[src/raster_timer.sv]
module raster_timer #(
	parameter int H_TOTAL = 800,
	parameter int V_TOTAL = 525
) (
	input  logic       clk,
	input  logic       reset,
	output logic [9:0] draw_x_o,
	output logic [9:0] draw_y_o,
	output logic       new_frame_o
);

	localparam logic [9:0] X_LAST = 10'(H_TOTAL - 1);
	localparam logic [9:0] Y_LAST = 10'(V_TOTAL - 1);

	logic line_end;
	logic frame_end;

	assign line_end  = (draw_x_o == X_LAST);
	assign frame_end = line_end && (draw_y_o == Y_LAST);

	always_ff @(posedge clk)
	begin
		if (reset)
		begin
			draw_x_o    <= '0;
			draw_y_o    <= '0;
			new_frame_o <= 1'b0;
		end
		else
		begin
			// high while both counters sit at zero after the wrap
			new_frame_o <= frame_end;
			if (line_end)
			begin
				draw_x_o <= '0;
				if (frame_end)
					draw_y_o <= '0;
				else
					draw_y_o <= draw_y_o + 10'd1;
			end
			else
				draw_x_o <= draw_x_o + 10'd1;
		end
	end

endmodule

[config.mk]
export PLATFORM = sky130hd
export DESIGN_NAME = raster_timer
export DESIGN_NICKNAME = d
export VERILOG_FILES = /design/src/raster_timer.sv
export SDC_FILE = /design/constraint.sdc
export NUM_CORES = 1
export LEC_CHECK = 0
export CAP_MARGIN = 20
export CORE_MARGIN = 2
export CORE_UTILIZATION = 40
export CTS_CLUSTER_DIAMETER = 60
export DETAILED_ROUTE_END_ITERATION = 10
export DONT_BUFFER_PORTS = 1
export PLACE_DENSITY = 0.58
export SYNTH_ARGS = -nofsm -noshare
export SYNTH_HDL_FRONTEND = slang
export SYNTH_SLANG_ARGS = --single-unit
[constraint.sdc]
create_clock -name clk -period 2.52 [get_ports clk]
set_input_delay 0.126 -clock clk [delete_from_list [all_inputs] [get_ports clk]]
set_output_delay 0.126 -clock clk [all_outputs]
set_load 0.005 [all_outputs]
==> metrics.md, run 1 <==
| Metric | Value |
|---|---|
| Die width | around 53 um |
| Drt first-iter violations | 14 |
| Largest family of logic cells by synthesized area | simple AND/OR/NAND/NOR gates |
| Yosys warning count | 0 |
| Setup crit end kind | register |
| Lkg Pwr | ~0.00033 uW |
| CTS Sinks | 21 |
| Comb power frac | 2.9% |
| Hold_sp | reset |
| Die Footprint | between 2000 and 3000 um^2 |
| Reg-to-reg endpoint | draw_y_o[9] |
| Setup CP Type | reg2reg |
| H-tree levels | 1 |
| Synth Area in Compound Gates | under 10% |
| Final hold violations | 0 |
| Worst EP required | between 2 and 3 ns |
| Seq cells post-synth | 21 |
| Delay-heaviest family, CP | simple AND/OR/NAND/NOR gates |
| Clock Power Share | 31.8% |
| Worst reg2reg setup slack | around 0.35 ns |
| Overall routed net length | roughly 2100 um |
| Slew @ Worst Pin | roughly 0.55 ns |
| Slew Limit Fails | 0 |
| Worst reg2reg path depth | 4 |
| GR Util met2 | 25.51% |
| PD cells | 499.2 nW/um^2 |
| Clock Latency Late Sink | roughly 0.3 ns |
| Outcome | completed |
| First-pass GRT wire length | around 3400 um |
| Cts repair resizes | 0 |
| RePlAce Congestion | ~0.88 |
| Vias | between 700 and 800 |
| CTS Buf Count | 3 |
| Synth area leader | dfxtp_1 |
| Synthesized cell area | 975.9 um^2 |
| Final TNS setup | 0 ns |
| Layout Nets | around 120 |
| Min Clock Period, post-route | 2.172 ns |
| Die height | approximately 53 um |
| Hold-critical path endpoint | draw_x_o[1] |
| HP Class | in2reg |
| Endpoints failing setup | 0 |
| Longest Clk Path Bufs | 2 |
| Layout area overhead | 7.436% |
| Row cnt | 17 |
| Post-synthesis cell count | about 110 |
| Sw frac | 23.31% |
| Internal | 401.4 uW |
| Placed Cells incl. Taps | 139 |
| XOR/XNOR Fraction of Synth Area | 12.56% |
| Post-synthesis net count | 118 |
| N_diodes | 0 |
| GRT Overall Usage | 17.20% |
| CP Launch Type | register |
| Largest net degree at the start of global routing | 13 |
| RSZ-0062 raised after global routing | false |
| Hold Crit Depth | 2 |
| GR peak layer | met2 |
| Final cell count without fillers | approximately 140 |
| Core ar. | 2255 um^2 |
| Routed wire per std cell | about 15 um |
| Yosys cell types | 25 |
| Syn_area_per_cell | between 8 and 9 um^2 |
| CTS tree | done |
| Total power | approximately 520 uW |
| Crit path DAT | between 2 and 2.5 ns |
| Antenna Nets Post-Route | 0 |
| Peak supply drop | around 0.26 mV |
| Initial Util | between 40% and 50% |
| Met1 Use GR | about 20% |
| Final clock skew | between 0.002 and 0.0025 ns |
| Post-detail-place hpwl | approximately 1500 um |
| Worst path cell trace | or4b_1 > or4_4 > or3_1 > a21oi_2 |
| Crit path largest cell delay | between 0.6 and 0.7 ns |
| Via density per instance | approximately 5.5 |
| Buf/Inv on CP | 0 |
| Fmax | about 460 MHz |
| Slew headroom | between 60% and 70% |
| Drt drc | 0 |
| Register area share after synthesis | around 43% |
| Vias in the first global route | ~780 |
| Fillcell total | approximately 230 |
| Synth Area in Simple Gates | 30.26% |
| Switching pwr | 122.0 uW |
| Part of the power in registers | between 60% and 70% |
| Ports | 23 |
| Root Buffer | clkbuf_4 |
| Pre-antenna DRT Iters | 4 |
| Max capacitance violation total | 0 |
| Port Buffer Count | 0 |
| Multiplexer share of the synthesized area | under 10% |
| Initial antenna violation count | 0 |
| RR Startpoint | draw_x_o[5] |
| Share of the synthesized area in the top cell type | 43.08% |
| Period utilisation layout | 86.17% |
| Synth top area cells | dfxtp_1, nor2_1, xnor2_1, xor2_1, nand4_1 |
| Global route total overflow | 0 |
| Clk slew on worst S/H paths | 0.12 ns |
| Post-Synth Adder-Cell Area | 3.846% |
| Worst Path Max Fanout | 8 |
| Met3 usage | 5.650% |
| Layout cell share with drive strength beyond 1 | between 10 and 15% |
| CP max-delay cell | or4b_1 |
| CP startpoint | draw_x_o[5] |
-- stage by stage --
| step | setup slack (ns) | area, um^2 | util, % | hold WS, ns |
|---|---|---|---|---|
| after floorplan | 0.4898 | 975.9 | - | 0.1984 |
| after global placement | 0.4007 | 1011 | 44.84 | 0.2003 |
| after detailed placement | 0.3727 | 1011 | 44.84 | 0.2011 |
| after CTS | 0.3428 | 1049 | 46.50 | 0.08364 |
| after global routing | 0.2328 | 1049 | 46.50 | 0.08161 |
| final | 0.3485 | 1049 | 46.50 | 0.08817 |
-- power by group through the flow --
stage / clock network (uW) / logic [uW] / registers [uW]
finish: 167 / 15.3 / 341
global route: 190 / 18.0 / 343
global placement: 0 / 12.4 / 349
detailed placement: 0 / 13.4 / 349
floorplan: 0 / 11.5 / 348
CTS: 173 / 15.7 / 342
-- area by class of cell --
| type | instances | area, um^2 | area share, % |
|---|---|---|---|
| Sequential cell | 21 | 420.4 | 40.10 |
| Inverter | 4 | 15.01 | 1.432 |
| Tap cell | 28 | 35.03 | 3.341 |
| Clock inverter | 1 | 5.005 | 0.4773 |
| Timing Repair Buffer | 4 | 32.53 | 3.103 |
| Clock buffer | 3 | 22.52 | 2.148 |
| Multi-Input combinational cell | 83 | 518.0 | 49.40 |
-- flip-flops by register name, indices dropped and copies added (netlist names) --
| signal | flops |
|---|---|
| draw_x_o | 10 |
| draw_y_o | 10 |
| new_frame_o | 1 |
-- per-layer routing --
metal / routed length, um / vias to the layer above / part of all wire [%]
met2: 928 / 25 / 44
met3: 143 / 4 / 6.8
met5: 0 / - / 0
met1: 973 / 367 / 47
met4: 45 / 0 / 2.2
li1: - / 397 / -
-- Yosys cell counts (all sizes together) --
| cell | number |
|---|---|
| or2 | 1 |
| xnor2 | 8 |
| buf | 3 |
| nor4 | 6 |
| mux2i | 2 |
| nor2 | 20 |
| a31oi | 1 |
| or3 | 2 |
| a31o | 1 |
| xor2 | 6 |
| dfxtp | 21 |
| and3 | 1 |
| and4 | 1 |
| clkbuf | 2 |
| a21oi | 2 |
| nor3 | 3 |
| or4b | 1 |
| o21ai | 2 |
| ha | 3 |
| nand4 | 7 |
| or4 | 2 |
| inv | 4 |
| nand3 | 7 |
| nand2 | 7 |
-- repair_timing --
item,4_1_cts,5_1_grt
hold endpoints to repair,4,0
hold buffers,1,0
setup buffers,0,0
-- logic make-up after synthesis --
| group | count (synthesis) |
|---|---|
| simple gates | 58 |
| fa+ha+maj | 3 |
| xor+xnor | 14 |
| mux | 2 |
| buf+inv | 9 |
| compound gates | 6 |
| flops | 21 |
-- cells in the final DEF, fill, tap and decap left out, drive strengths merged, types with 3 or more instances in the layout --
master and count:
buf 3, clkbuf 3, dfxtp 21, ha 3
inv 4, nand2 7, nand3 7, nand4 7
nor2 20, nor3 3, nor4 6, xnor2 8
xor2 6
-- worst max path at each step --
stage	endpoint	slack [ns]	cells past startpoint
final	draw_y_o[9]	0.35	4
after global routing	draw_y_o[4]	0.23	4
after CTS	draw_y_o[9]	0.34	4
after detailed placement	draw_y_o[9]	0.37	4
after global placement	draw_y_o[6]	0.40	4
after floorplan	draw_y_o[7]	0.49	5
Power figures use the tool's default switching activity.
==> inputs of run 2 (changes only) <==
CORE_UTILIZATION = 41   (was 40)
PLACE_DENSITY = 0.59   (was 0.58)
RECOVER_POWER = 100   (was not set)
==> run 2 against run 1 <==
Effect of this change:
- setup slack worse by 0.015 ns
- clock power shrank 2%
- register-to-register slack about the same
- clock-buffer cell count is 1 higher
- routed wire length fell by 4.8%
- hold slack improved by 0.016 ns
- sequential power hardly changed
- critical path type unchanged
- critical endpoint unchanged
- largest power group unchanged
==> metrics.md, run 2 (synthesis gave the netlist of run 1 again) <==
| Metric | Value |
|---|---|
| Fillcell total | 228 (-2.1%) |
| Pre-antenna DRT Iters | 4 (unchanged) |
| Final hold violations | 0 (unchanged) |
| Slew headroom | 74.61% (+12 points) |
| Min Clock Period, post-route | 2.186 ns (+0.01464 ns) |
| Hold Crit Depth | 2 (unchanged) |
| Commonest cells after routing, fill and taps aside | dfxtp_1, nor2_1, xnor2_1 |
| Layout area overhead | 5.769% |
| Core ar. | 2233 um^2 (-0.94%) |
| Worst Path Max Fanout | 8 (unchanged) |
| Crit path largest cell delay | 0.68 ns (about the same) |
| Die width | 52.79 um (-1.1%) |
| Port Buffer Count | 0 (unchanged) |
| Stages on the worst setup path | 4 (unchanged) |
| CP Launch Type | register |
| Slew Limit Fails | 0 (unchanged) |
| Setup crit end kind | register |
| Overall routed net length | 1990 um (-4.8%) |
| Lkg Pwr | 0.0003156 uW (-5.0%) |
| Initial Util | 43.70% (+0.41 points) |
| Final clock skew | 0.002560 ns (+0.0004984 ns) |
| WHS | 0.1038 ns (+0.01561 ns) |
| CTS Sinks | 21 (unchanged) |
| Placed Cells incl. Taps | 139 (unchanged) |
| Peak supply drop | 0.3490 mV (+35%) |
| Delay-heaviest family, CP | simple AND/OR/NAND/NOR gates |
| Fmax | 457.4 MHz (-0.67%) |
| Final TNS setup | 0 ns (unchanged) |
| RSZ-0062 raised after global routing | false |
| Worst reg2reg setup slack | 0.33 ns (about the same) |
| RR Startpoint | draw_x_o[5] |
| Longest Clk Path Bufs | 2 (unchanged) |
| PD cells | 503.3 nW/um^2 (+0.81%) |
| Final cell count without fillers | 144 (unchanged) |
| Buf/Inv on CP | 0 (unchanged) |
| Slew @ Worst Pin | 0.3809 ns (-0.1685 ns) |
| Initial antenna violation count | 0 (unchanged) |
| Die height | 52.79 um (-1.1%) |
| Worst path cell trace | or4b_1 > or4_1 > or3_1 > a21oi_2 |
| Max capacitance violation total | 0 (unchanged) |
| Ports | 23 (unchanged) |
| Largest net degree at the start of global routing | 12 (-1) |
| Hold-critical path endpoint | draw_x_o[1] |
| CP max-delay cell | or4b_1 |
| Global route total overflow | 0 (unchanged) |
| HP Class | in2reg |
| Drt drc | 0 (unchanged) |
| Period utilisation layout | 86.75% (+0.58 points) |
| H-tree levels | 1 (unchanged) |
| Biggest regs | draw_x_o: 10 flops, draw_y_o: 10 flops, new_frame_o: 1 flops |
| Setup CP Type | reg2reg |
| Cts repair resizes | 0 (unchanged) |
| Final core occ | 46.22% (-0.29 points) |
| Via density per instance | 5.569 (+1.1%) |
| CTS tree | done |
| GRT Overall Usage | 16.25% (-0.95 points) |
| First-pass GRT wire length | 3318 um (-3.4%) |
| Row cnt | 17 (unchanged) |
| Clk slew on worst S/H paths | 0.12 ns (about the same) |
| Hold_sp | reset |
| Root Buffer | clkbuf_4 |
| Clock Latency Late Sink | 0.30 ns (about the same) |
| N_diodes | 0 (unchanged) |
| Crit path DAT | 2.43 ns (about the same) |
| Worst EP required | 2.76 ns (about the same) |
| CTS Buf Count | 3 (unchanged) |
| Commonest non-fill, non-tap cell in the layout | dfxtp_1 |
| Drt first-iter violations | 22 (+8) |
| Die Footprint | 2787 um^2 (-2.3%) |
| Reg-to-reg endpoint | draw_y_o[9] |
| Layout Nets | 122 (unchanged) |
| Antenna Nets Post-Route | 0 (unchanged) |
| Vias | 802 (+1.1%) |
| Outcome | completed |
| RePlAce Congestion | 0.7811 (-11%) |
| Worst reg2reg path depth | 4 (unchanged) |
| Routed wire per std cell | 13.82 um (-4.8%) |
| Post-detail-place hpwl | 1418 um (-6.0%) |
| Layout cell share with drive strength beyond 1 | 5.172% (-5.2 points) |
| Vias in the first global route | 760 (-2.9%) |
| Endpoints failing setup | 0 (unchanged) |
==> run 2: changes by cell type in the layout (fill, tap and decap cells not counted), sizes merged <==
cell / before / now
buf: 3 / 0
clkbuf: 3 / 7
clkinv: 1 / 0
==> run 2: worst max path at each step <==
stage                      from     endpoint  slack [ns]
floorplan           draw_x_o[5]  draw_y_o[7]        0.49
global placement    draw_x_o[5]  draw_y_o[9]        0.41
detailed placement  draw_x_o[5]  draw_y_o[9]        0.39
CTS                 draw_x_o[5]  draw_y_o[9]        0.36
global route        draw_x_o[5]  draw_y_o[7]        0.23
finish              draw_x_o[5]  draw_y_o[9]        0.33
==> run 2: metal layers <==
metal / vias to the layer above / global-route usage (%) / wire, um
met5: - / 0 / 0
li1: 397 / - / -
met2: 32 / 24.38 / 826
met1: 369 / 21.60 / 1007
met4: 0 / 6.410 / 23
met3: 4 / 4.857 / 132
==> run 2: report_power, final <==
group	total, uW	leakage, uW	switching, uW	internal (uW)
Clock	163	0.0000150	101	61.7
Combinational	14.9	0.000131	9.03	5.87
Sequential	341	0.000170	5.50	336
==> run 2: layout make-up <==
type	count	area, um^2	share of cell area, %
multi-input cells	83	514.2	49.82
flip-flops and latches	21	420.4	40.73
repair buffers	4	21.27	2.061
well taps	28	35.03	3.394
inverters	4	15.01	1.455
clock buffers	4	26.28	2.545
==> run 2: what timing repair did <==
action | CTS | global route
endpoints found under the setup margin | 0 | 0
hold endpoints to repair | 4 | 0
buffers inserted | 0 | 0
hold buffers | 1 | 0
==> run 2: metrics by stage <==
| stage | total power [uW] | worst slack [ns] | instance area, um^2 |
|---|---|---|---|
| finish | 519.5 | 0.3339 | 1032 |
| detailed placement | 361.7 | 0.3888 | 1011 |
| global route | 544.9 | 0.2306 | 1032 |
| CTS | 527.5 | 0.3643 | 1047 |
| floorplan | 359.3 | 0.4898 | 975.9 |
| global placement | 361.3 | 0.4076 | 1011 |
